<file path="src/logic/zc_pkg.sv">
// zc accelerator shared definitions
// stream beat, request and response records, opcodes, status codes,
// register map and default ID words for the mod 2^61-1 field shell

package zc_pkg;

  // ----------------------------------------
  // stream beat
  // ----------------------------------------
  typedef struct packed {
    logic        val;  // beat valid
    logic        sop;  // first word of frame
    logic        eop;  // last word of frame
    logic [63:0] dat;
  } zc_word_t;

  // ----------------------------------------
  // opcodes and status
  // ----------------------------------------
  typedef enum logic [7:0] {
    ZC_OP_ADD = 8'd1,
    ZC_OP_SUB = 8'd2,
    ZC_OP_MUL = 8'd3
  } zc_op_e;  // anything else is illegal

  localparam logic [7:0] ZC_ST_OK     = 8'd0;
  localparam logic [7:0] ZC_ST_BAD_OP = 8'd1;

  // mersenne prime 2^61 - 1
  localparam logic [60:0] ZC_P = {61{1'b1}};

  // ----------------------------------------
  // request / response records
  // ----------------------------------------
  // one assembled request, operands already reduced
  typedef struct packed {
    logic        val;
    logic [7:0]  op;   // raw header opcode
    logic [15:0] tag;
    logic [60:0] a;
    logic [60:0] b;
  } zc_req_t;

  // one finished result
  typedef struct packed {
    logic        val;
    logic [15:0] tag;
    logic [7:0]  status;
    logic [60:0] result;  // zero when status is bad op
  } zc_rsp_t;

  // ----------------------------------------
  // register map
  // ----------------------------------------
  localparam logic [3:0] ZC_REG_ID0      = 4'd0;
  localparam logic [3:0] ZC_REG_ID1      = 4'd1;
  localparam logic [3:0] ZC_REG_REQ_CNT  = 4'd2;  // accepted requests
  localparam logic [3:0] ZC_REG_DROP_CNT = 4'd3;  // malformed frames
  localparam logic [3:0] ZC_REG_RSP_CNT  = 4'd4;  // responses sent

  // identification words, overridden from the top level
  localparam logic [31:0] ZC_ID0_DEFAULT = 32'h7a63_0161;
  localparam logic [31:0] ZC_ID1_DEFAULT = 32'h0001_0003;

endpackage

</file>
<file path="src/logic/zc_status_regs.sv">
// zc status registers
// read-only bank for the host: two ID words and wrapping counters of
// accepted requests, dropped frames and sent responses

module zc_status_regs #(
  parameter logic [31:0] P_ID0 = zc_pkg::ZC_ID0_DEFAULT,
  parameter logic [31:0] P_ID1 = zc_pkg::ZC_ID1_DEFAULT
) (
  input  logic        i_clk_100,
  input  logic        i_rst_main_n,
  input  logic        i_req_pulse,
  input  logic        i_drop_pulse,
  input  logic        i_rsp_pulse,
  input  logic        i_csr_rd,      // read strobe
  input  logic [3:0]  i_csr_addr,
  output logic [31:0] o_csr_rdata,
  output logic        o_csr_rvalid
);

  logic [31:0] req_cnt;
  logic [31:0] drop_cnt;
  logic [31:0] rsp_cnt;

  // ----------------------------------------
  // counters, wrap at 2^32
  // ----------------------------------------
  always_ff @(posedge i_clk_100) begin
    if (!i_rst_main_n) begin
      req_cnt      <= '0;
      drop_cnt     <= '0;
      rsp_cnt      <= '0;
      o_csr_rvalid <= 1'b0;
    end else begin
      if (i_req_pulse) req_cnt <= req_cnt + 32'd1;
      if (i_drop_pulse) drop_cnt <= drop_cnt + 32'd1;
      if (i_rsp_pulse) rsp_cnt <= rsp_cnt + 32'd1;
      o_csr_rvalid <= i_csr_rd;  // one cycle read latency
    end
  end

  // read mux, registered
  always_ff @(posedge i_clk_100) begin
    if (i_csr_rd) begin
      case (i_csr_addr)
        zc_pkg::ZC_REG_ID0:      o_csr_rdata <= P_ID0;
        zc_pkg::ZC_REG_ID1:      o_csr_rdata <= P_ID1;
        zc_pkg::ZC_REG_REQ_CNT:  o_csr_rdata <= req_cnt;
        zc_pkg::ZC_REG_DROP_CNT: o_csr_rdata <= drop_cnt;
        zc_pkg::ZC_REG_RSP_CNT:  o_csr_rdata <= rsp_cnt;
        default:                 o_csr_rdata <= '0;  // unmapped
      endcase
    end
  end

endmodule

</file>
<file path="config.mk">
export PLATFORM = sky130hd
export DESIGN_NAME = zc_status_regs
export DESIGN_NICKNAME = d
export VERILOG_FILES = /design/src/logic/zc_pkg.sv /design/src/logic/zc_status_regs.sv
export SDC_FILE = /design/constraint.sdc
export NUM_CORES = 1
export LEC_CHECK = 0
export BUFFER_PORTS_ARGS = -buffer_cell sky130_fd_sc_hd__buf_2
export CAP_MARGIN = 20
export CORE_MARGIN = 2
export CORE_UTILIZATION = 45
export CTS_CLUSTER_DIAMETER = 120
export CTS_CLUSTER_SIZE = 40
export DETAILED_ROUTE_END_ITERATION = 10
export PLACE_DENSITY_LB_ADDON = 0.12
export SLEW_MARGIN = 20
export SYNTH_ARGS = -nofsm -noshare
export SYNTH_HDL_FRONTEND = slang
export SYNTH_SLANG_ARGS = --single-unit
</file>
<file path="constraint.sdc">
create_clock -name i_clk_100 -period 5.9 [get_ports i_clk_100]
set_input_delay 0.295 -clock i_clk_100 [delete_from_list [all_inputs] [get_ports i_clk_100]]
set_output_delay 0.295 -clock i_clk_100 [all_outputs]
set_load 0.02 [all_outputs]
</file>
-- After elaboration in Yosys (flattened, before gate mapping)
Cells that the tools add are included.
- add/sub/neg operators: 3
- eq/ne operators: 4
- mux-type cells: 1
- reduce and logical (&&, ||, !) cells: 1
- operators with widths (cell ; number):
    32-bit one-hot mux with 5 select lines ; 1
    32-bit by 1-bit adder with 32-bit output, second input constant ; 3
    4-bit by 2-bit == test with 1-bit output, second input constant ; 2
    4-bit by 1-bit == test with 1-bit output, second input constant ; 1
    4-bit by 3-bit == test with 1-bit output, second input constant ; 1
    4-bit zero test ; 1
- bits in registers: 129
- input bits: 10
- output and inout bits: 33
- logic and storage cells: 14

-- Longest topological paths before layout
- word-level depth: 2
- depth in mapped cells: 7
- depth with buffers taken out: 5

-- Least setup slack after synthesis
Ideal clock, no wire load.
- path kind: register to register
- start point: reg rsp_cnt[0]
- end point: reg rsp_cnt[18]
- setup time: 0.070 ns
- arrival time: 1.955 ns
- data required time: 5.830 ns
- path slack: 3.874 ns
- cell stages (with the launch flop): 7
- path buffers: 1
- clock period less this slack: 2.026 ns
- cells stage by stage: dfxtp_1 -> ha_1 -> nand4_1 -> or4_4 -> buf_6 -> or4_1 -> a21oi_1
- longest elaborated chain between the ends: 1
- ends and longest elaborated chain (element ; RTL line ; source):
    start, declared ; zc_status_regs.sv:22 ; logic [31:0] rsp_cnt;
    start signal, assigned ; zc_status_regs.sv:36 ; if (i_rsp_pulse) rsp_cnt <= rsp_cnt + 32'd1;
    32-bit by 1-bit adder with 32-bit output ; zc_status_regs.sv:36 ;
Every way passes these cells.
A chain may end at the register's enable or synchronous reset.

-- Worst setup path after layout
- start point: reg rsp_cnt[14]
- end point: reg rsp_cnt[25]
Same word-level chain as after synthesis.

==> impl_metrics.toml <==
[worst_setup_path]
cp-start-kind = "register"
path_max_fanout = 10
cp.arrival_ns = 2.63
cp_data_required_time_ns = 6.24
critPathCaptureType = "register"
critPathKind = "reg -> reg"
reg2reg_depth = 4

[detailed_routing]
ant_nets = 0
route.detailed.drc = 0
initialDrtViolationCount = 640
drt-total-wl_um = 17000
dr.pass1.iters = 8
num_vias = 5512
vias_per_cell = 6.05
wl_per_cell_um = 18.7

[floorplanning]
die_w_um = 122
start_util_pct = 45.6
fp.coreArea_um2 = 13800
dieArea_um2 = 14900
ioPinCount = 43
row_count = 43
die_height_um = 122

[clock_network]
htreeDepth = 4
cts_buffer_depth = 2
cts_resized = 0
cts_tree = "yes"
numClockSinks = 129
cts_hold_buf = 0
cts_root_buf = "clkbuf_16"
clk_latency_ns = 0.43
postCtsSetupBuffers = 0
clkTransAtPathRegs_ns = 0.06
cts_inserted_buffers = 17

[timing]
final_hold_viol_count = 0
period_minus_slack_ns = 2.28
finalSetupViolCount = 0
tns_ns = 0
slew-limit-headroom_pct = 36.8
fin_crit_sh_pct = 38.7
skew_ns = 0.00668
fmax_ghz = 0.438
drv_slew = 0
worst_pin_slew_ns = 0.948
rsz0062_at_grt = "false"

[placed_design]
hpwl_um = 11800
port_buffers = 42
placed_cells = 879
postPlaceCellArea_um2 = 6560
place_congestion = 0.839

[global_route]
gr-total-overflow = 0
grt_max_degree = 86
grt_use_met1_pct = 33.1
grt_use_met2_pct = 35.8
grt_pass1_vias = 5107
antenna_found_initial = 0
busiest_layer = "met2"
track_usage_pct = 23.8
grt_pass1_wl_um = 27000
gr-usage-met3_pct = 5.76

[power_and_ir_drop]
total_power_mw = 2.15
combPwrFrac_pct = 4.0
cell_internal_pwr_mw = 1.69
power_leakage_nw = 2.38
p_clk_share_pct = 52.5
netSwitchingFraction_pct = 21.4
p_seq_share_pct = 43.4
peakVddDrop_v = 0.000195
powerDensity_nw_per_um2 = 299
power_switching_mw = 0.461

[logic_synthesis]
syn_area_per_cell_um2 = 9.00
syn_inst = 698
synthesis.nets = 711
yosys_warnings = 0
ys_types = 46
syn_area_um2 = 6280
ys_seq_area_share_pct = 46.2
async_flop_share_pct = 0
synth_edf_count = 32
ys_ff_latch = 129
synth_flop_cell = "dfxtp_1"

[flow_run]
cap_violations = 0

[outcome]
run_status = "complete, no violations"

[worst_hold_path]
holdPathStages = 3
min_path_type = "in -> reg"

[finish]
syn_to_final_growth_pct = 14.5
finalNetCount = 731
num_antenna_cells = 0
final_cell_area_um2 = 7190
final_cells = 911
finish.utilization_pct = 52.2
drive_gt1_share_pct = 11.5
==> stage by stage <==
| step | hold slack, ns | worst slack [ns] |
|---|---|---|
| 3_3_place_gp | 0.453 | 3.73 |
| 4_1_cts | 0.199 | 3.62 |
| 6_report | 0.210 | 3.62 |
| 2_1_floorplan | 0.407 | 3.87 |
| 5_1_grt | 0.228 | 3.49 |
| 3_5_place_dp | 0.471 | 3.64 |
==> cell families (layout without fill, tap and decap cells) <==
logic type	Yosys count	after routing	synth area share, %
AO/OA/AOI/OAI	167	167	17.3
XOR/XNOR	34	34	4.74
adder cells (fa/ha/maj)	3	3	0.598
buffers and inverters	84	117	5.40
flip-flops	129	129	46.2
multiplexers	8	8	1.28
AND/OR/NAND/NOR	273	273	24.5
==> Yosys cell counts (2+ instances only) <==
library cell	n	area, µm²
inv_1	40	150
o21ai_0	28	140
and2_1	3	18.8
buf_6	2	22.5
o311ai_1	5	43.8
or3_1	20	125
or4_1	39	293
nor2_1	41	154
or2_1	2	12.5
xnor2_1	20	175
xor2_1	14	123
nand4_2	3	37.5
nand4_1	31	194
and4_1	7	61.3
and3_1	6	37.5
a21oi_1	52	260
nand2_1	56	210
o21ai_1	13	65.1
mux2i_1	8	80.1
nand2b_1	11	68.8
nand3_1	23	115
edfxtp_1	32	961
dfxtp_1	97	1940
a222oi_1	18	180
o31ai_1	29	218
nor4_1	14	87.6
clkbuf_1	32	120
a21boi_0	10	75.1
or4_4	2	22.5
o41ai_1	6	52.6
buf_1	3	11.3
ha_1	3	37.5
buf_2	7	35.0
nor3_1	9	45.0
==> placed cells by master (no fill, tap or decap), drive strengths merged, types with 2 or more instances in the layout <==
master and n:
a21boi 10, clkbuf 20, nand2 56, nand2b 11, mux2i 8, bufinv 5, o31ai 29, a222oi 18
xnor2 20, nand3 24, and4 7, nor4 15, or2 3, nand4 34, o41ai 6, o21ai 41
clkinvlp 2, xor2 14, a21oi 52, and2 3, clkinv 5, or3 20, o311ai 5, ha 3
nor3 9, buf 45, edfxtp 32, nor2 41, dfxtp 97, inv 40, and3 6, or4 41
==> power groups by stage <==
stage / registers (mW) / logic [mW] / clock network, mW
final: 0.935 / 0.0870 / 1.13
after global routing: 0.936 / 0.0946 / 1.17
after CTS: 0.934 / 0.0872 / 1.14
after detailed placement: 0.953 / 0.0869 / 0
after global placement: 0.952 / 0.0853 / 0
after floorplan: 0.966 / 0.0393 / 0
==> path summary, 6_finish.rpt <==
kind                            startpoint                  endpoint  slack (ns)
setup reg to reg  rsp_cnt[14]$_SDFFE_PN0P_  rsp_cnt[25]$_SDFFE_PN0P_        3.62
hold reg to reg   rsp_cnt[31]$_SDFFE_PN0P_  rsp_cnt[31]$_SDFFE_PN0P_        0.49
hold / removal                 i_req_pulse   req_cnt[0]$_SDFFE_PN0P_        0.21
setup / recovery  rsp_cnt[14]$_SDFFE_PN0P_  rsp_cnt[25]$_SDFFE_PN0P_        3.62
==> worst max-delay path: stages (launching register included) <==
cell and delay, ns:
dfxtp_1 0.49, nand4_1 0.31, or4_1 0.68, or4_1 0.55, a21oi_1 0.17
==> cell type report <==
cell class              instances  area, µm²
fillers                      1324       6580
inverters                      40        150
clock inverters                12        189
multi-input cells             485       3050
clock buffers                  20        437
repair buffers                 45        233
well taps                     180        225
flip-flops and latches        129       2900
==> per-layer routing <==
| metal | wire (µm) | vias to the layer above |
|---|---|---|
| met1 | 7870 | 2637 |
| met3 | 1140 | 24 |
| met2 | 7700 | 171 |
| met5 | 0 | - |
| met4 | 316 | 0 |
| li1 | - | 2680 |
==> sequential cells by signal, indices dropped and copies added, names as in the netlist <==
name / flops
req_cnt: 32
o_csr_rvalid: 1
o_csr_rdata: 32
drop_cnt: 32
rsp_cnt: 32
Note: power is estimated with default switching activity, not from simulation.
