## config.mk

```make
export PLATFORM = sky130hd
export DESIGN_NAME = zc_tx_framer
export DESIGN_NICKNAME = d
export VERILOG_FILES = /design/src/logic/zc_pkg.sv /design/src/logic/zc_tx_framer.sv
export SDC_FILE = /design/constraint.sdc
export NUM_CORES = 1
export LEC_CHECK = 0
export ABC_AREA = 1
export BUFFER_PORTS_ARGS = -buffer_cell sky130_fd_sc_hd__buf_4
export CAP_MARGIN = 20
export CORE_AREA = 2 2 116 118
export CTS_CLUSTER_SIZE = 28
export DETAILED_ROUTE_END_ITERATION = 10
export DIE_AREA = 0 0 118 120
export GPL_TIMING_DRIVEN = 0
export PLACE_DENSITY = 0.6
export SLEW_MARGIN = 30
export SYNTH_ARGS = -nofsm -noshare
export SYNTH_HDL_FRONTEND = slang
export SYNTH_SLANG_ARGS = --single-unit
export TNS_END_PERCENT = 1
```

## constraint.sdc

```tcl
create_clock -name i_clk_100 -period 5.3 [get_ports i_clk_100]
set_input_delay 0.795 -clock i_clk_100 [delete_from_list [all_inputs] [get_ports i_clk_100]]
set_output_delay 0.795 -clock i_clk_100 [all_outputs]
set_load 0.01 [all_outputs]
```

## src/logic/zc_pkg.sv

```systemverilog
// zc accelerator shared definitions
// stream beat, request and response records, opcodes, status codes,
// register map and default ID words for the mod 2^61-1 field shell

package zc_pkg;

  // ----------------------------------------
  // stream beat
  // ----------------------------------------
  typedef struct packed {
    logic        val;  // beat valid
    logic        sop;  // first word of frame
    logic        eop;  // last word of frame
    logic [63:0] dat;
  } zc_word_t;

  // ----------------------------------------
  // opcodes and status
  // ----------------------------------------
  typedef enum logic [7:0] {
    ZC_OP_ADD = 8'd1,
    ZC_OP_SUB = 8'd2,
    ZC_OP_MUL = 8'd3
  } zc_op_e;  // anything else is illegal

  localparam logic [7:0] ZC_ST_OK     = 8'd0;
  localparam logic [7:0] ZC_ST_BAD_OP = 8'd1;

  // mersenne prime 2^61 - 1
  localparam logic [60:0] ZC_P = {61{1'b1}};

  // ----------------------------------------
  // request / response records
  // ----------------------------------------
  // one assembled request, operands already reduced
  typedef struct packed {
    logic        val;
    logic [7:0]  op;   // raw header opcode
    logic [15:0] tag;
    logic [60:0] a;
    logic [60:0] b;
  } zc_req_t;

  // one finished result
  typedef struct packed {
    logic        val;
    logic [15:0] tag;
    logic [7:0]  status;
    logic [60:0] result;  // zero when status is bad op
  } zc_rsp_t;

  // ----------------------------------------
  // register map
  // ----------------------------------------
  localparam logic [3:0] ZC_REG_ID0      = 4'd0;
  localparam logic [3:0] ZC_REG_ID1      = 4'd1;
  localparam logic [3:0] ZC_REG_REQ_CNT  = 4'd2;  // accepted requests
  localparam logic [3:0] ZC_REG_DROP_CNT = 4'd3;  // malformed frames
  localparam logic [3:0] ZC_REG_RSP_CNT  = 4'd4;  // responses sent

  // identification words, overridden from the top level
  localparam logic [31:0] ZC_ID0_DEFAULT = 32'h7a63_0161;
  localparam logic [31:0] ZC_ID1_DEFAULT = 32'h0001_0003;

endpackage

```

## src/logic/zc_tx_framer.sv

```systemverilog
// zc tx framer
// turns each result into a two beat frame on the host stream:
// header beat with tag and status, then the zero extended result

module zc_tx_framer (
  input  logic             i_clk_100,
  input  logic             i_rst_main_n,
  input  zc_pkg::zc_rsp_t  i_rsp,
  output zc_pkg::zc_word_t o_tx,
  output logic             o_rsp_pulse
);

  logic        data_pend;  // beat state, 1 = data beat next
  logic [60:0] res_q;      // held result for the data beat
  logic        tx_val;
  logic        tx_sop;
  logic        tx_eop;
  logic [63:0] tx_dat;
  logic        pulse_q;

  // ----------------------------------------
  // beat control
  // ----------------------------------------
  always_ff @(posedge i_clk_100) begin
    if (!i_rst_main_n) begin
      data_pend <= 1'b0;
      tx_val    <= 1'b0;
      tx_sop    <= 1'b0;
      tx_eop    <= 1'b0;
      pulse_q   <= 1'b0;
    end else begin
      tx_val  <= 1'b0;
      tx_sop  <= 1'b0;
      tx_eop  <= 1'b0;
      pulse_q <= 1'b0;
      if (data_pend) begin
        // second beat, counted here
        data_pend <= 1'b0;
        tx_val    <= 1'b1;
        tx_eop    <= 1'b1;
        pulse_q   <= 1'b1;
      end else if (i_rsp.val) begin
        data_pend <= 1'b1;
        tx_val    <= 1'b1;
        tx_sop    <= 1'b1;
      end
    end
  end

  // ----------------------------------------
  // payload
  // ----------------------------------------
  always_ff @(posedge i_clk_100) begin
    if (data_pend) begin
      tx_dat <= {3'b000, res_q};
    end else if (i_rsp.val) begin
      tx_dat <= {40'd0, i_rsp.tag, i_rsp.status};  // tag 23:8, status 7:0
      res_q  <= i_rsp.result;
    end
  end

  always_comb begin
    o_tx.val = tx_val;
    o_tx.sop = tx_sop;
    o_tx.eop = tx_eop;
    o_tx.dat = tx_dat;
  end

  assign o_rsp_pulse = pulse_q;

endmodule

```

### Word level (Yosys, flattened, before mapping)

Index checks and enable logic that the tools add are counted.

* output and inout port bits: 68
* memory bits (writable): 0
* bits in read-only memories: 0
* latch bits: 0
* logic and storage cells: 15
* flip-flop bits (word level): 125
* memories kept: 0

* mux-type cells: 5
* bitwise operators: 2
* $lt $le $gt $ge: 0
* $mul: 0
* reduce and logical (&&, ||, !) cells: 3
* equality and inequality tests: 0
* shifts and indexed selects: 0
* add/subtract/negate cells: 0
* divide/modulo/power cells: 0

Operators by type and width (number)
* $mux 61: 2
* $mux 1: 3
* $not 1->1: 2
* $reduce_and 2->1: 1
* $reduce_bool 2->1: 1
* $reduce_or 2->1: 1

### Longest topological paths before layout

Gate-level depths: netlist of run 1.

* word-level depth: 2
* depth in mapped cells: 5
* mapped depth without buffers: 3

### Least setup slack after synthesis of run 1

No wires, ideal clock.

* kind: in2reg
* start point: in i_rsp[85] in the netlist's numbering
* end point: reg res_q[0], enable pin
* slack: 2841 ps
* required time: 4885 ps
* cell stages on the path: 2
* arrival time: 2044 ps
* cell sequence: nand2_1 inv_1

* longest elaborated chain between the ends: 1

Ends and longest elaborated chain
* start: declaration: line zc_tx_framer.sv:8 `input zc_pkg::zc_rsp_t i_rsp,`
* $reduce_and 2->1 (no source line)
* end signal: assignment: line zc_tx_framer.sv:58 `res_q <= i_rsp.result;`
* end: declaration: line zc_tx_framer.sv:14 `logic [60:0] res_q;`

Every way passes these cells.
A chain may end at the register's enable or synchronous reset.

### Worst setup path in the final report of run 1

* start point: reg tx_sop
* end point: out o_tx[65] in the netlist's numbering

RTL lines
* start: declaration: line zc_tx_framer.sv:16 `logic tx_sop;`
* start signal: assignment: line zc_tx_framer.sv:28 `tx_sop <= 1'b0;`
* start signal: assignment: line zc_tx_framer.sv:33 `tx_sop <= 1'b0;`
* start signal: assignment: line zc_tx_framer.sv:45 `tx_sop <= 1'b1;`
* end: declaration: line zc_tx_framer.sv:9 `output zc_pkg::zc_word_t o_tx,`

No word-level cell between the ends.

==> results.yml, run 1 <==
timing:
  period_needed_ns: 1.771
  tns_ns: 0
  setup_violations: 0
  slew_viol_final: 0
  rsz0062_at_grt: "no"
  finalHoldViolCount: 0
  clock.fmax_ghz: 0.5647
  fin_crit_sh: 0.3341
  fin_skew_ns: 0.004809
  setup_ws_ns: 3.529
outcome:
  status: "finished clean"
setup_path:
  crit_top_cell: "buf_4"
  r2r_end: "res_q[33]"
  ff2ff_setup_slack_ns: 3.75
  critPathCaptureType: "primary output"
  worstPathCellList: "buf_4 > buf_4"
  cp.depth: 2
  crit_fanout: 2
  r2r-start: "tx_sop"
  crit_arrival_ns: 0.98
  crit_buf_inv: 2
  worstSetupPathType: "reg2out"
  max_stage_delay_ns: 0.32
  cp.required_ns: 4.51
  cp-start-kind: "flop"
  cp_slowest_cell: "dfxtp_1"
  r2r_cells: 5
  cp_top_family: "flip-flops"
synth:
  synth_compound_area_frac: 0
  ys_ff_latch: 125
  yosys_warnings: 0
  synth_area_leaders: "edfxtp_1 83%, nand2_1 9.4%, inv_1 3.5%"
  muxShareOfSynthArea: 0
  synth_top_family_by_area: "simple AND/OR/NAND/NOR gates"
  synth_cell_types: 9
  synth_top_area_cell: "edfxtp_1"
  synthCells: 297
  ys_seq_area_frac: 0.8388
  synth_area_um2: 4439
  synthAdderAreaFrac: 0
  synthXorXnorAreaFrac: 0
  netlist.area_leader.share: 0.8253
  avgSynthCellArea_um2: 14.95
  synthSimpleGateAreaFrac: 0.09639
worst_hold_path:
  hold_end: "tx_dat[32]"
  holdCritStartpoint: "res_q[32]"
  holdPathStages: 2
  worst_hold_path_type: "reg2reg"
grt:
  antenna_found_initial: 0
  grt-ovfl-total: 0
  grt_start_max_net_pins: 34
  grt_use_total: 0.1296
  grt_pass1_vias: 2631
  grt_first_pass_wirelength_um: 13550
placement:
  portBuffers: 152
  hpwl_um: 6251
  place_inst: 629
  dp_slack_ns: 3.407
  place.gp.congestion: 0.6942
pwr:
  sw_frac_of_total: 0.1981
  p_int_mw: 2.003
  vdd_ir_drop_max_uv: 192.2
  power.net_switching_uw: 494.8
  pwr-share-clk: 0.444
  leakagePower_nw: 3.000
  seqPwrFrac: 0.474
  powerDensity_nw_per_um2: 389.2
  power_mw: 2.498
  power_frac_comb: 0.082
floorplan:
  io_pins: 156
  rows: 42
  die_area_um2: 14160
  start_util: 0.3420
  dieWidth_um: 118
  core_um2: 12980
  die_y_um: 120
final_layout:
  fin_cells: 661
  multi_input_area_um2: 439.2
  seq_area_um2: 3724
  n_fill_cell: 1147
  layout-drive-gt1-share: 0.4041
  area_delta_synth_final_pct: 44.59
  antennaDiodeCount: 0
  nets: 560
drt:
  drt-total-wl_um: 8653
  ant_nets: 0
  dr_total_vias: 2616
  drc_errors: 0
  vias_per_cell: 3.958
  dr.pass1.iters: 4
  routedWlPerCell_um: 13.09
  dr.first_iter.drc_count: 188
clock_tree:
  post_cts_buffers: 0
  h-tree-depth: 4
  post_cts_resized: 0
  root_buffer: "clkbuf_16"
  clock_sinks: 125
  cts_tree: "yes"
  holdBufCountCts: 0
  clk-insertion-delay-late_ns: 0.40
  clkTransAtPathRegs_ns: 0.05
  cts_buffer_depth: 2
  cts_buffers: 17
flow_run:
  drv_cap: 0
## how the worst max path moves through the flow
stage               startpoint    endpoint  slack, ns
floorplan            i_rsp[85]    res_q[0]       2.84
global placement     i_rsp[85]  tx_dat[39]       2.23
detailed placement   i_rsp[85]   res_q[38]       3.41
CTS                     tx_sop    o_tx[65]       3.50
global route            tx_sop    o_tx[65]       3.49
finish                  tx_sop    o_tx[65]       3.53
## worst register-to-register path, cell delays in order, from the launching register on
cell	delay (ns)
dfxtp_1	0.32
buf_6	0.15
inv_4	0.10
nand2_1	0.11
inv_4	0.30
buf_12	0.27
## power groups by stage
stage | combinational [mW] | clock, mW | sequential [mW]
6_report | 0.205 | 1.11 | 1.18
5_1_grt | 0.226 | 1.19 | 1.19
4_1_cts | 0.211 | 1.14 | 1.19
3_5_place_dp | 0.210 | 0 | 1.20
3_3_place_gp | 0.201 | 0 | 1.21
2_1_floorplan | 0.0562 | 0 | 1.22
## Yosys cell counts, drive strengths merged
cell type    n
edfxtp     122
nand2      111
inv         42
buf         15
dfxtp        3
nor2         3
conb         1
## placed cells by master (no fill, tap or decap)
cell type	synthesis	final
inv_4	1	3
clkinv_2	0	4
conb_1	1	3
nor2_1	3	3
bufinv_16	0	3
buf_4	12	164
nand2_1	111	111
clkbuf_16	0	17
dfxtp_1	3	3
buf_6	3	3
buf_12	0	2
inv_1	41	39
clkinv_1	0	3
clkbuf_1	0	5
edfxtp_1	122	122
## registers in the layout, summed over array words and instances, names as in the netlist
signal / count
o_rsp_pulse: 1
res_q: 61
tx_dat: 61
tx_sop: 1
tx_val: 1
## per-layer routing
| metal | part of all wire | wire length [um] | global-route usage | up-vias |
|---|---|---|---|---|
| met5 | 0 | 0 | 0 | - |
| met4 | 0.015 | 131 | 0.06551 | 0 |
| met3 | 0.072 | 623 | 0.05513 | 9 |
| met2 | 0.52 | 4535 | 0.2126 | 101 |
| met1 | 0.39 | 3362 | 0.1448 | 1184 |
| li1 | - | - | - | 1322 |
## per-stage QoR
| step | instance area [um^2] | hold slack [ns] | util |
|---|---|---|---|
| detailed placement | 5853 | 0.4871 | 0.4509 |
| global placement | 5808 | 0.4824 | 0.4475 |
| CTS | 6419 | 0.4997 | 0.4945 |
| global route | 6419 | 0.5108 | 0.4945 |
| floorplan | 4447 | 0.4814 | - |
| finish | 6419 | 0.4973 | 0.4945 |
## cell type report
type / count / share of cell area
multi-input combinational: 117 / 0.06842
sequential: 125 / 0.5801
timing repair buffer: 154 / 0.1840
tap: 176 / 0.03431
inverter: 42 / 0.02573
clock buffer: 22 / 0.06920
clock inverter: 10 / 0.01891
buffer: 15 / 0.01930
## cell families (layout without fill, tap and decap cells)
family,count (synthesis),count (layout)
flip-flops,125,125
AND/OR/NAND/NOR,114,114
buffers and inverters,57,243
other,1,3
(Power assumes the default switching activity.)
==> inputs of run 2 (changes only) <==
==> constraint.sdc (replaced) <==
create_clock -name i_clk_100 -period 1.8 [get_ports i_clk_100]
set_input_delay 0.27 -clock i_clk_100 [delete_from_list [all_inputs] [get_ports i_clk_100]]
set_output_delay 0.27 -clock i_clk_100 [all_outputs]
set_load 0.01 [all_outputs]
==> results.yml, run 2 (synthesis gave the netlist of run 1 again) <==
outcome:
  status: "finished clean"
timing:
  period_needed_ns: 1.601
  hold_slack_ns: 0.03977
  clock.fmax_ghz: 0.6247
  setup_violations: 0
  fin_crit_sh: 0.8894
  slew_viol_final: 0
  rsz0062_at_grt: "no"
  finalHoldViolCount: 0
  setup_ws_ns: 0.1992
  fin_skew_ns: 0.004631
setup_path:
  cp.required_ns: 1.95
  r2r_cells: 6
  worstSetupPathType: "reg2reg"
  critPathCaptureType: "flop"
  cp-start-kind: "flop"
  critical_path.endpoint: "res_q[31]"
  crit_fanout: 25
  crit_arrival_ns: 1.75
  r2r-start: "tx_sop"
  cp-startpoint: "tx_sop"
  ff2ff_setup_slack_ns: 0.20
  r2r_end: "res_q[31]"
worst_hold_path:
  holdCritStartpoint: "i_rsp[17]"
  worst_hold_path_type: "in2reg"
final_layout:
  layout-drive-gt1-share: 0.4221
  fin_cells: 664
  area_delta_synth_final_pct: 47.75
  final_common_cell: "buf_4"
  reg_top3: "res_q (61), tx_dat (61)"
  antennaDiodeCount: 0
  nets: 563
  final_area_um2: 6559
  final_cell_mix: "164 x buf_4, 122 x edfxtp_1, 110 x nand2_1, 39 x inv_1, 17 x clkbuf_16"
floorplan:
  dieWidth_um: 118
  die_area_um2: 14160
  die_y_um: 120
  rows: 42
  core_um2: 12980
  io_pins: 156
  start_util: 0.3420
placement:
  portBuffers: 152
  place_inst: 631
  place.gp.congestion: 0.6935
  place_area_um2: 5937
  hpwl_um: 6230
  dp_slack_ns: -0.003137
drt:
  dr.first_iter.drc_count: 94
  drc_errors: 0
  ant_nets: 0
  dr_total_vias: 2624
  vias_per_cell: 3.952
  routedWlPerCell_um: 12.70
  drt-total-wl_um: 8434
  dr.pass1.iters: 4
clock_tree:
  cts_buffers: 17
  h-tree-depth: 4
  post_cts_buffers: 0
  holdBufCountCts: 0
  clock_sinks: 125
  root_buffer: "clkbuf_16"
  cts_tree: "yes"
  cts_buffer_depth: 2
  clk-insertion-delay-late_ns: 0.40
  clkTransAtPathRegs_ns: 0.05
pwr:
  leakagePower_nw: 3.047
  vdd_ir_drop_max_uv: 590.1
  power_mw: 7.577
  powerDensity_nw_per_um2: 1155
grt:
  grt_use_total: 0.1257
  grt_util_met3: 0.05751
  grt-ovfl-total: 0
  use_met2: 0.2046
  grt_start_max_net_pins: 28
  grt_pass1_vias: 2666
  met1_usage: 0.1394
  busiest_layer: "met2"
  grt_first_pass_wirelength_um: 13120
  antenna_found_initial: 0
flow_run:
  drv_cap: 0
run 2: changes by cell type in the layout (fill, tap and decap cells not counted), moves of 2 or more:
cell / delta
buf_16: +3
clkbuf_8: +5
clkinv_1: -3
clkinv_2: -2
clkinvlp_4: +3
inv_4: -3
run 2: worst max-delay path, cell delays in order, from the launching register on:
cell,delay [ns]
dfxtp_2,0.33
buf_6,0.17
inv_6,0.07
nand2_4,0.08
clkinvlp_4,0.25
buf_16,0.26
buf_16,0.18
run 2: how the worst min path moves through the flow:
| stage | endpoint | slack (ns) | depth (start not counted) |
|---|---|---|---|
| floorplan | o_rsp_pulse | 0.37 | 2 |
| global placement | res_q[26] | 0.45 | 1 |
| detailed placement | res_q[25] | 0.45 | 1 |
| CTS | res_q[19] | 0.02 | 1 |
| global route | res_q[40] | 0.01 | 1 |
| finish | res_q[17] | 0.04 | 1 |
run 2: through the flow:
stage	setup TNS [ns]	utilization
finish	0	0.5053
global route	0	0.5053
floorplan	-1.692	-
detailed placement	-0.04866	0.4574
global placement	-59.94	0.4495
CTS	0	0.5053
run 2: area by class of cell:
type,count,area [um^2]
Multi-Input combinational cell,117,454.2
Fill cell,1148,6421
Tap cell,176,220.2
Clock buffer,26,509.2
Timing Repair Buffer,156,1244
Inverter,42,170.2
Buffer,15,123.9
Sequential cell,125,3725
Timing Repair inverter,1,5.005
Clock inverter,6,107.6
run 2: power breakdown:
| part | switching, mW | leakage, nW | internal, mW |
|---|---|---|---|
| combinational | 0.294 | 1.50 | 0.336 |
| clock | 1.11 | 0.301 | 2.36 |
| sequential | 0.0512 | 1.24 | 3.43 |
| total | 1.45 | 3.05 | 6.13 |
run 2: routing by layer:
metal  up-vias  part of all wire
met2       106              0.51
met4         0             0.019
met1      1175              0.39
li1       1332                 -
met3        11             0.081
met5         -                 0
run 2: what timing repair did:
item	4_1_cts	5_1_grt
setup endpoints to repair	25	0
gates resized for setup	0	0
endpoints found under the hold margin	0	0
