--- src/logic/zc_pkg.sv ---
// zc accelerator shared definitions
// stream beat, request and response records, opcodes, status codes,
// register map and default ID words for the mod 2^61-1 field shell

package zc_pkg;

  // ----------------------------------------
  // stream beat
  // ----------------------------------------
  typedef struct packed {
    logic        val;  // beat valid
    logic        sop;  // first word of frame
    logic        eop;  // last word of frame
    logic [63:0] dat;
  } zc_word_t;

  // ----------------------------------------
  // opcodes and status
  // ----------------------------------------
  typedef enum logic [7:0] {
    ZC_OP_ADD = 8'd1,
    ZC_OP_SUB = 8'd2,
    ZC_OP_MUL = 8'd3
  } zc_op_e;  // anything else is illegal

  localparam logic [7:0] ZC_ST_OK     = 8'd0;
  localparam logic [7:0] ZC_ST_BAD_OP = 8'd1;

  // mersenne prime 2^61 - 1
  localparam logic [60:0] ZC_P = {61{1'b1}};

  // ----------------------------------------
  // request / response records
  // ----------------------------------------
  // one assembled request, operands already reduced
  typedef struct packed {
    logic        val;
    logic [7:0]  op;   // raw header opcode
    logic [15:0] tag;
    logic [60:0] a;
    logic [60:0] b;
  } zc_req_t;

  // one finished result
  typedef struct packed {
    logic        val;
    logic [15:0] tag;
    logic [7:0]  status;
    logic [60:0] result;  // zero when status is bad op
  } zc_rsp_t;

  // ----------------------------------------
  // register map
  // ----------------------------------------
  localparam logic [3:0] ZC_REG_ID0      = 4'd0;
  localparam logic [3:0] ZC_REG_ID1      = 4'd1;
  localparam logic [3:0] ZC_REG_REQ_CNT  = 4'd2;  // accepted requests
  localparam logic [3:0] ZC_REG_DROP_CNT = 4'd3;  // malformed frames
  localparam logic [3:0] ZC_REG_RSP_CNT  = 4'd4;  // responses sent

  // identification words, overridden from the top level
  localparam logic [31:0] ZC_ID0_DEFAULT = 32'h7a63_0161;
  localparam logic [31:0] ZC_ID1_DEFAULT = 32'h0001_0003;

endpackage

--- src/logic/zc_rx_framer.sv ---
// zc rx framer
// registers the host stream and assembles three word frames
// (header, operand a, operand b) into one request; operands are taken
// as the low 61 bits and reduced mod p; malformed frames are dropped

module zc_rx_framer (
  input  logic             i_clk_100,
  input  logic             i_rst_main_n,
  input  zc_pkg::zc_word_t i_rx,
  output zc_pkg::zc_req_t  o_req,
  output logic             o_req_pulse,
  output logic             o_drop_pulse
);

  zc_pkg::zc_word_t rx_q;   // registered input beat
  logic [1:0]       beat_cnt;  // position in frame, 0 waits for sop
  logic             skip;      // discarding rest of a bad frame
  logic [7:0]       hdr_op;
  logic [15:0]      hdr_tag;
  logic [60:0]      opnd_a;
  logic [60:0]      opnd;      // reduced operand of current beat
  logic             req_val;
  logic [7:0]       req_op;
  logic [15:0]      req_tag;
  logic [60:0]      req_a;
  logic [60:0]      req_b;
  logic             drop_q;

  // input register
  always_ff @(posedge i_clk_100) begin
    if (!i_rst_main_n) begin
      rx_q.val <= 1'b0;
      rx_q.sop <= 1'b0;
      rx_q.eop <= 1'b0;
    end else begin
      rx_q.val <= i_rx.val;
      rx_q.sop <= i_rx.sop;
      rx_q.eop <= i_rx.eop;
    end
  end

  always_ff @(posedge i_clk_100) rx_q.dat <= i_rx.dat;

  // all ones is p itself, folds to 0
  assign opnd = (rx_q.dat[60:0] == zc_pkg::ZC_P) ? '0 : rx_q.dat[60:0];

  // ----------------------------------------
  // frame tracking
  // ----------------------------------------
  always_ff @(posedge i_clk_100) begin
    if (!i_rst_main_n) begin
      beat_cnt <= 2'd0;
      skip     <= 1'b0;
      req_val  <= 1'b0;
      drop_q   <= 1'b0;
    end else begin
      req_val <= 1'b0;
      drop_q  <= 1'b0;
      if (rx_q.val) begin
        if (rx_q.sop) begin
          // sop mid frame kills old one, sop+eop is a one word frame
          drop_q   <= rx_q.eop || (beat_cnt != 2'd0);
          beat_cnt <= rx_q.eop ? 2'd0 : 2'd1;
          skip     <= 1'b0;
        end else if (skip) begin
          if (rx_q.eop) skip <= 1'b0;  // already counted
        end else begin
          case (beat_cnt)
            2'd0: begin  // data without sop
              drop_q <= 1'b1;
              skip   <= !rx_q.eop;
            end
            2'd1: begin
              drop_q   <= rx_q.eop;  // two word frame
              beat_cnt <= rx_q.eop ? 2'd0 : 2'd2;
            end
            default: begin
              beat_cnt <= 2'd0;
              req_val  <= rx_q.eop;
              drop_q   <= !rx_q.eop;  // too long, eat until eop
              skip     <= !rx_q.eop;
            end
          endcase
        end
      end
    end
  end

  // header and operand capture
  always_ff @(posedge i_clk_100) begin
    if (rx_q.val && rx_q.sop) begin
      hdr_op  <= rx_q.dat[7:0];
      hdr_tag <= rx_q.dat[23:8];
    end
    if (rx_q.val && !rx_q.sop && !skip && beat_cnt == 2'd1) opnd_a <= opnd;
    if (rx_q.val && !rx_q.sop && !skip && beat_cnt == 2'd2) begin
      req_op  <= hdr_op;
      req_tag <= hdr_tag;
      req_a   <= opnd_a;
      req_b   <= opnd;
    end
  end

  always_comb begin
    o_req.val = req_val;
    o_req.op  = req_op;
    o_req.tag = req_tag;
    o_req.a   = req_a;
    o_req.b   = req_b;
  end

  assign o_req_pulse  = req_val;
  assign o_drop_pulse = drop_q;

endmodule

--- config.mk ---
export PLATFORM = sky130hd
export DESIGN_NAME = zc_rx_framer
export DESIGN_NICKNAME = d
export VERILOG_FILES = /design/src/logic/zc_pkg.sv /design/src/logic/zc_rx_framer.sv
export SDC_FILE = /design/constraint.sdc
export NUM_CORES = 1
export LEC_CHECK = 0
export ABC_AREA = 1
export ABC_CLOCK_PERIOD_IN_PS = 12600
export BUFFER_PORTS_ARGS = -buffer_cell sky130_fd_sc_hd__buf_2
export CAP_MARGIN = 15
export CORE_MARGIN = 4
export CORE_UTILIZATION = 40
export DETAILED_ROUTE_END_ITERATION = 10
export PLACE_DENSITY = 0.63
export SLEW_MARGIN = 20
export SYNTH_ARGS = -nofsm -noshare
export SYNTH_HDL_FRONTEND = slang
export SYNTH_SLANG_ARGS = --single-unit
--- constraint.sdc ---
create_clock -name i_clk_100 -period 12.6 [get_ports i_clk_100]
set_input_delay 1.26 -clock i_clk_100 [delete_from_list [all_inputs] [get_ports i_clk_100]]
set_output_delay 1.26 -clock i_clk_100 [all_outputs]
set_load 0.05 [all_outputs]
Word level (Yosys, flattened, before mapping) --
Index checks and enable logic that the tools add are counted.
Operators by class: equal/unequal tests 5, mux-type cells 13, bitwise gates (word level) 2, reduce and logical (&&, ||, !) cells 14
Operators with widths (number):
- $eq A61 B61 Y1 const B | 1
- $mux W61 | 1
- $mux W1 | 7
- $mux W2 | 3
- $reduce_or A6 Y1 | 1
- $logic_and A1 B1 Y1 | 5
- $ne A2 B2 Y1 const B | 2
- $pmux W2 S2 | 1
- $logic_not A1 Y1 | 3
- $reduce_and A3 Y1 | 1
- $eq A2 B1 Y1 const B | 1
- $eq A2 B2 Y1 const B | 1
- $logic_not A2 Y1 | 1
- $not A1 Y1 | 2
- $pmux W1 S2 | 1
- $reduce_and A2 Y1 | 1
- $reduce_bool A2 Y1 | 1
- $logic_or A1 B1 Y1 | 1
Storage, ports and cells: register bits 300, output and inout port bits 149, word-level logic and storage cells 49

Depth between registers and ports, before layout --
Gate-level depths: netlist of run 1.
depth in word-level cells 4, gate-level depth with buffers 8, mapped depth without buffers 7

Worst setup path before layout of run 1 --
Ideal clock, no wire load.
path kind reg-to-reg, from register rx_q[66] (netlist bit), to register req_a[0], enable pin, arrival 10.356 ns, required time 11.769 ns, slack 1.413 ns, stages on the path, launching flop included 3, buffers on the path 0, path through dfxtp_1 -> nand3_1 -> nor3_1
On the way: longest elaborated chain between the ends 3
RTL lines:
- start: declaration | line zc_rx_framer.sv:15 | zc_pkg::zc_word_t rx_q;
- $logic_and A1 B1 Y1 (3 in a row) | line zc_rx_framer.sv:96 | if (rx_q.val && !rx_q.sop && !skip && beat_cnt == 2'd2) begin
- end signal: assignment | line zc_rx_framer.sv:99 | req_a <= opnd_a;
- end: declaration | line zc_rx_framer.sv:25 | logic [60:0] req_a;
No other way between the ends. A chain may end at the register's enable or synchronous reset.

Final worst setup path of run 1 --
from register req_a[28], to output o_req[89] (netlist bit)
RTL lines:
- end: declaration | line zc_rx_framer.sv:10 | output zc_pkg::zc_req_t o_req,
No word-level cell between the ends.

==> impl.org, run 1 <==
** Clocking
- The cell sitting at the root of the clock tree is a sky130_fd_sc_hd__clkbuf_16.
- Clock-pin slew was measured on the worst setup and hold paths at ~0.07 ns.
- Number of buffers created by CTS :: 29
- In this run the deepest clock path goes through 3 buffers.
- The number of gates resized after CTS was 0.
- Number of post-CTS setup repair buffers :: 0
- CTS H-tree depth :: 1
- Clk Latency, worst-skew pair :: about 0.56 ns
- CTS tree :: built
- Number of sinks driven by the clock tree :: 300
- Hold repair after CTS inserted 0 buffers.

** Die
- Core Region :: 22700 sq um
- In this run the count of I/O pins placed on the die edge is approximately 220.
- Chip Height :: roughly 160 microns
- Overall die area :: between 20000 and 30000 sq um
- Initial standard-cell utilization of the core :: slightly above 40%
- Floorplan row count :: 55
- The die is about 160 microns wide.

** STA
- Across all hold checks on the routed design, the worst slack comes to around 0.4 ns.
- For the pin with the worst max-slew slack, the measured transition is around 1.0 ns.
- Setup violations remaining at the end of the flow were counted as 0.
- Setup slack on the critical path of the routed design comes to about 10 ns.
- The worst path in the final design needs a cycle of around 2.4 ns, including I/O delays and setup.
- Clock tree skew after final layout :: between 0.02 and 0.03 ns
- Post-route clock period utilization :: approximately a fifth
- F_max :: 410 MHz
- For the final routed database, the setup TNS stands at 0 ns.
- Number of hold violations in the final report :: 0
- Slew Viols, Final :: 0
- In this run the tightest slew margin relative to its limit is between 30 and 40%.
- RSZ-0062 raised after global routing :: no

** Synthesis
- Counting flops and latches in the post-synthesis netlist gives 300.
- The number of nets handed over by synthesis was 596.
- Per-instance average area after synthesis :: 17.6 sq um
- Post-synthesis cell type count :: 15
- Gate Count Post-Synth :: 527
- Synthesized cell area :: around 9300 sq um
- During synthesis, Yosys emitted a total of 0 warnings.
- Sequential cells were found to cover 89.8% of the synthesized design area.

** Routing
- In this run the remaining antenna-violating nets after routing total 0.
- After detailed routing, the number of remaining DRC violations is 0.
- After detailed routing, the average wire length per cell comes to roughly 16 microns.
- Starting DRT DRC Count :: 187
- DR vias :: 4690
- Using the TritonRoute via totals, the vias-per-cell ratio works out to between 4 and 5.
- The final layout contains routed wiring with a total length of ~17000 microns.
- 1st-pass router iterations :: 4

** Setup path
- Worst path max stage delay :: about 0.40 ns
- The most critical setup path has its endpoint at o_req[89].
- Crit path capture type :: primary output
- For the worst flop-to-flop path, the logic depth is 3.
- Counting both buffers and inverters, the worst setup path holds a total of 1.
- Along the worst path, the maximum fanout reaches 1.
- On the critical path the largest part of the delay comes from flip-flops.
- The endpoint identified for the worst register-to-register timing path is opnd_a[9].
- Worst path depth :: 1
- Kind of critical path :: flip-flop to primary output
- The largest individual stage delay along the critical path comes from the cell sky130_fd_sc_hd__edfxtp_1.
- Walking the worst path, the cells encountered are buf_2.
- Worst-case register-to-register setup slack :: approximately 10 ns
- At the worst endpoint, the required time is about 11 ns.
- STA classifies the critical path startpoint as a flip-flop.
- The worst register-to-register path begins at rx_q[66].
- Worst endpoint data arrival time :: between 1 and 1.5 ns
- Worst setup path startpoint :: req_a[28]

** Placement
- Summed over all nets, the half-perimeter wirelength after detailed placement is 10900 microns.
- Prior to clock tree synthesis, the placed netlist has a worst setup slack of 10.13 ns.
- Buffers placed on the I/O ports in this run total 214.
- The placed instances occupy a cell area of 10700 sq um.
- The congestion estimate from routability-driven global placement came to approximately 0.7.

** Finish
- The top cell types in the final layout, fill and taps aside, are sky130_fd_sc_hd__edfxtp_1, sky130_fd_sc_hd__buf_2, sky130_fd_sc_hd__nor2_1.
- Most frequent standard cell in the layout excluding fill and tap cells :: sky130_fd_sc_hd__edfxtp_1
- Once layout is complete, the utilization of the core stands at roughly half.
- In the final layout, the share of cells above drive strength 1 is between 30% and 40%.
- At the end of the flow, the number of nets in the layout was around 840.
- 0 antenna diodes ended up in the layout.
- Synth-to-layout area growth :: 25.5%
- Post-layout instance area :: 11600 sq um

** Global route
- For this run, the total global-route usage over all layers was measured as about an eighth.
- First-pass GRT wire length :: roughly 26000 microns
- For this run the aggregate overflow at the end of global routing stands at 0.
- Number of global-route vias before repair :: about 4700
- Pin count of the biggest net entering global routing :: approximately 150
- The initial antenna violation count was 2.

** Power and ir drop
- The worst-case IR drop observed on VDD is between 0.0001 and 0.00015 V.
- For this design the static power due to leakage is approximately 0.0046 uW.
- Power per unit of standard cell area :: around 170 nW/um^2

** Hold path
- Along the worst hold path, the cell count comes to 0.
- The tightest min-delay check is of the flip-flop to flip-flop type.

** Status
- The flow ran to the end, and the final reports show no timing, DRC or antenna violations.

** Job
- Max-cap violations in this run came to 0.
-- registers in the layout, indices dropped and copies added (netlist names) --
register,cells
rx_q,64
opnd_a,61
req_a,61
req_b,61
hdr_tag,16
req_tag,16
hdr_op,8
req_op,8
beat_cnt,2
o_drop_pulse,1
o_req_pulse,1
skip,1
-- cells in the mapped netlist --
cell                       instances  area share (%)
sky130_fd_sc_hd__edfxtp_1        231              75
sky130_fd_sc_hd__o21ai_0           2            0.11
sky130_fd_sc_hd__a211oi_1          1           0.081
sky130_fd_sc_hd__buf_6             6            0.73
sky130_fd_sc_hd__dfxtp_1          69              15
sky130_fd_sc_hd__nand2_1          51             2.1
sky130_fd_sc_hd__nor2_1           77             3.1
sky130_fd_sc_hd__nor3_1            2            0.11
sky130_fd_sc_hd__inv_1            72             2.9
sky130_fd_sc_hd__nand3_1           4            0.22
sky130_fd_sc_hd__nand4_1           2            0.14
sky130_fd_sc_hd__nor2_2            4            0.27
sky130_fd_sc_hd__nor2_4            1            0.12
sky130_fd_sc_hd__buf_4             1           0.081
sky130_fd_sc_hd__a21oi_1           4            0.22
-- cell type report --
type,instances,area (sq um)
Fill cell,1916,11100
Sequential cell,300,8320
Timing Repair Buffer,217,1110
Clock buffer,36,792
Multi-Input combinational cell,148,609
Tap cell,285,357
Inverter,72,270
Clock inverter,18,169
-- worst min path at each step --
| stage | from | endpoint | slack (ns) |
|---|---|---|---|
| 6_report | opnd_a[4] | req_a[4] | 0.40 |
| 5_1_grt | opnd_a[4] | req_a[4] | 0.41 |
| 4_1_cts | opnd_a[4] | req_a[4] | 0.40 |
| 3_5_place_dp | opnd_a[11] | req_a[11] | 0.40 |
| 3_3_place_gp | opnd_a[39] | req_a[39] | 0.40 |
| 2_1_floorplan | opnd_a[0] | req_a[0] | 0.40 |
-- metrics by stage --
stage	total power, uW	std cells
after global placement	1150	1022
after global routing	2060	1076
after floorplan	1140	527
after CTS	2010	1076
after detailed placement	1160	1022
final	1980	1076
-- where the power goes --
group          switching, uW  internal [uW]  leakage [uW]  total (uW)
clock                    355            490      0.000465         845
combinational           30.8           15.9       0.00148        46.7
sequential              8.36           1080       0.00266        1090
-- logic make-up after synthesis --
| family | share of synthesized area (%) |
|---|---|
| simple gates | 6.04 |
| flops | 89.8 |
| buf+inv | 3.73 |
| compound gates | 0.405 |
-- per-layer routing --
metal / GRT usage (%) / vias to the layer above / part of all wire, %
met4: 5.48 / 4 / 3.5
met5: 0 / - / 0.17
li1: - / 2277 / -
met3: 4.67 / 46 / 8.7
met1: 15.7 / 2191 / 39
met2: 21.0 / 172 / 48
-- worst register-to-register path: cells and delay by family (launching register included) --
| kind | cells | cell delay [ns] |
|---|---|---|
| AND/OR/NAND/NOR | 2 | 1.03 |
| buffers and inverters | 1 | 0.55 |
| flip-flops | 1 | 0.41 |
(Power assumes the default switching activity.)
==> run 2: changes to the inputs <==
- ABC_CLOCK_PERIOD_IN_PS: 12600 -> 2400
- clock period: 12.6 -> 2.4 ns (I/O delays scaled with it)
==> run 2 against run 1 <==
Net effect:
- power rose to 5.2 times the previous value
- largest power group unchanged
- worst setup slack got worse by 9.5 ns
- hold slack got worse by 0.066 ns
- non-clock buffer count is 72 higher
- count of clock-buffer cells in the layout up 8
- wire length up 3.6%
- sequential share of layout area down 4.0 points
==> impl.org, run 2 (synthesis results as in run 1) <==
** Status
- The flow ran to the end, and the final reports show no timing, DRC or antenna violations.

** Die
- The height of the die is 160 microns (unchanged).
- The site row count came to 55 (unchanged).
- Initial standard-cell utilization of the core :: 40.8% (unchanged)
- The area of the core was 22700 sq um (unchanged).
- The die footprint came to 25600 sq um (unchanged).
- Width of the chip :: 160 microns (unchanged)
- Ports :: 218 (unchanged)

** Power and ir drop
- The power consumption was 10200 uW (+420%).
- Combinational share of power :: 3.3% (+0.9 points)
- The leakage power summed over all cells is 0.00489 uW (+6.1%).
- Clk network pwr share :: 40.9% (-1.8 points)
- The cell-internal power is 8230 uW (+420%).
- The switching share of power came to 19.6% (-0.29 points).
- The relative contribution of sequential cells to total power is 55.8% (+0.8 points).
- Total net switching power :: 2010 uW (+410%)
- Worst-case vdd ir drop :: 0.000570 V (+450%)
- The power per unit of standard cell area is 832 nW/um^2 (+390%).

** Setup path
- End of the worst register-to-register path :: opnd_a[2]
- The worst reg2reg path depth was 8 (+5).
- The most critical setup path has its startpoint at rx_q[12].
- Worst-case register-to-register setup slack :: 0.65 ns (-9.59 ns)
- Worst endpoint data arrival time :: 2.03 ns (+0.85 ns)
- The worst register-to-register path begins at rx_q[12].
- The required arrival time at the worst endpoint is 2.67 ns (-8.67 ns).
- The worst setup path is of the flip-flop to flip-flop kind.
- STA classifies the critical path endpoint as a flip-flop.
- The highest fanout seen on the critical path came to 27 (+26).
- Kind of start point of the critical path :: flip-flop

** Clocking
- Number of buffers on the longest clock path :: 3 (unchanged)
- Clock root buffer :: sky130_fd_sc_hd__clkbuf_16
- Clk Latency, worst-skew pair :: 0.54 ns (-0.02 ns)
- The deepest level of the CTS H-tree was 1 (unchanged).
- CTS tree :: built
- Clock slew at reported path FFs :: 0.06 ns (about the same)
- Number of sinks driven by the clock tree :: 300 (unchanged)
- Number of buffers created by CTS :: 30 (+3.4%)
- Number of post-CTS setup repair buffers :: 0 (unchanged)

** Routing
- The post-route antenna net violation count was 0 (unchanged).
- The via count of the routed design was 4944 (+5.4%).
- Wire length reported by the detailed router :: 17500 microns (+3.6%)
- 1st-pass router iterations :: 4 (unchanged)
- Starting DRT DRC Count :: 244 (+30%)
- The number of remaining DRC errors was 0 (unchanged).
- Post-detailed-route wirelength per cell :: 15.2 microns (-3.0%)
- Via count normalized by instance count :: 4.30 (-1.3%)

** Global route
- The global-route wire length before repair was 27000 microns (+3.5%).
- Antenna violations before repair :: 0 (-2)
- The remaining global-route overflow was 0 (unchanged).
- Gr usage total :: 13.2% (+0.30 points)
- The via count of the first global-routing pass is 5042 (+7.3%).
- Pin count of the biggest net entering global routing :: 79 (-46%)

** Finish
- Antenna diodes :: 0 (unchanged)
- The share of final-layout standard cells stronger than drive strength 1 is 31.4% (-3.1 points).
- Highest-count cells in the layout ignoring fill and taps :: sky130_fd_sc_hd__edfxtp_1, sky130_fd_sc_hd__buf_2, sky130_fd_sc_hd__nor2_1
- Post-layout instance area :: 12300 sq um (+5.9%)
- The flip-flop count of the largest register after layout came to 64 (unchanged).
- The utilization after layout is 54.2% (+3.0 points).
- Number of nets in the final layout :: 910 (+8.7%)
- Largest reg by FF count :: rx_q
- The final-layout fill cell count came to 1837 (-4.1%).
- Most frequent standard cell in the layout excluding fill and tap cells :: sky130_fd_sc_hd__edfxtp_1
- Synth-to-layout area growth :: 32.9%

** Placement
- The detailed placement HPWL was 11000 microns (+1.1%).
- The post-detailed-placement cell area came to 10700 sq um (+0.63%).
- The pre-CTS setup slack was 0.553 ns (-9.58 ns).
- Final Wtd Congestion :: 0.756 (+5.1%)
- Count of input and output buffers :: 214 (unchanged)

** Hold path
- Worst-case hold path end point :: rx_q[59]
- The cell depth of the worst min-delay path is 2 (+2).
- The min-delay analysis places its worst path in the category input pin to flip-flop.
- The worst hold path begins at i_rx[59].

** STA
- Worst setup margin :: 0.646 ns (-9.52 ns)
- Shortest period the worst path allows :: roughly 1.8 ns
- Timing would allow up to 570 MHz.
- Setup repair after global routing left no endpoint under its margin.
- Clock tree skew after final layout :: 0.0175 ns (-0.0115 ns)
- The number of hold violations in the final report is 0 (unchanged).
- The number of max-slew violations in the final report came to 0 (unchanged).
- The transition time at the pin with the least slew margin was 0.597 ns (-0.443 ns).
- Of the available clock period, the critical path in the final layout requires between 70 and 80%.
- The relative slew slack is 60.2% (+30 points).
- The number of setup violations in the final report came to 0 (unchanged).

** Job
- Total of max-cap violations :: 0 (unchanged)
[run 2: cell type report]
type                       instances  area (sq um)  share of cell area, %
multi-input combinational        148           621                   5.04
tap                              285           357                   2.90
clock inverter                    11          60.1                  0.488
inverter                          72           270                   2.20
sequential                       300          8320                   67.6
timing repair buffer             289          1840                   15.0
clock buffer                      44           835                   6.78
[run 2: worst max path at each step]
| stage | endpoint | slack [ns] |
|---|---|---|
| after floorplan | req_a[0] | -2.03 |
| after global placement | opnd_a[1] | 0.56 |
| after detailed placement | opnd_a[26] | 0.55 |
| after CTS | opnd_a[2] | 0.55 |
| after global routing | opnd_a[2] | 0.44 |
| final | opnd_a[2] | 0.65 |
[run 2: critical path, cell delays in order (launching register included)]
cell	delay [ns]
sky130_fd_sc_hd__dfxtp_1	0.36
sky130_fd_sc_hd__nand2_1	0.07
sky130_fd_sc_hd__nor2_1	0.11
sky130_fd_sc_hd__nand2_1	0.09
sky130_fd_sc_hd__nor2_1	0.16
sky130_fd_sc_hd__nand2_1	0.12
sky130_fd_sc_hd__nor2_4	0.14
sky130_fd_sc_hd__buf_4	0.32
sky130_fd_sc_hd__nor2_1	0.10
[run 2: power groups by stage]
stage               sequential (uW)  clock (uW)  combinational [uW]
finish                         5710        4180                 337
global route                   5720        4550                 370
CTS                            5710        4320                 338
detailed placement             5820           0                 247
global placement               5820           0                 244
floorplan                      5880           0                90.4
[run 2: what timing repair did]
action / 4_1_cts / 5_1_grt
gates resized for setup: 0 / 0
hold buffers: 68 / 0
hold endpoints to repair: 69 / 0
[run 2: stage by stage]
stage / TNS [ns] / hold slack (ns) / std cells
after global routing: 0 / 0.312 / 1149
after CTS: 0 / 0.303 / 1149
after global placement: 0 / 0.342 / 1026
final: 0 / 0.333 / 1149
after detailed placement: 0 / 0.344 / 1026
after floorplan: -367.85 / 0.268 / 527
[run 2: routing by layer]
layer / vias up / track usage, % / share of wire (%)
li1: 2424 / - / -
met1: 2309 / 15.7 / 39
met2: 165 / 22.6 / 50
met3: 46 / 4.03 / 7.2
met4: 0 / 5.32 / 3.4
met5: - / 0 / 0
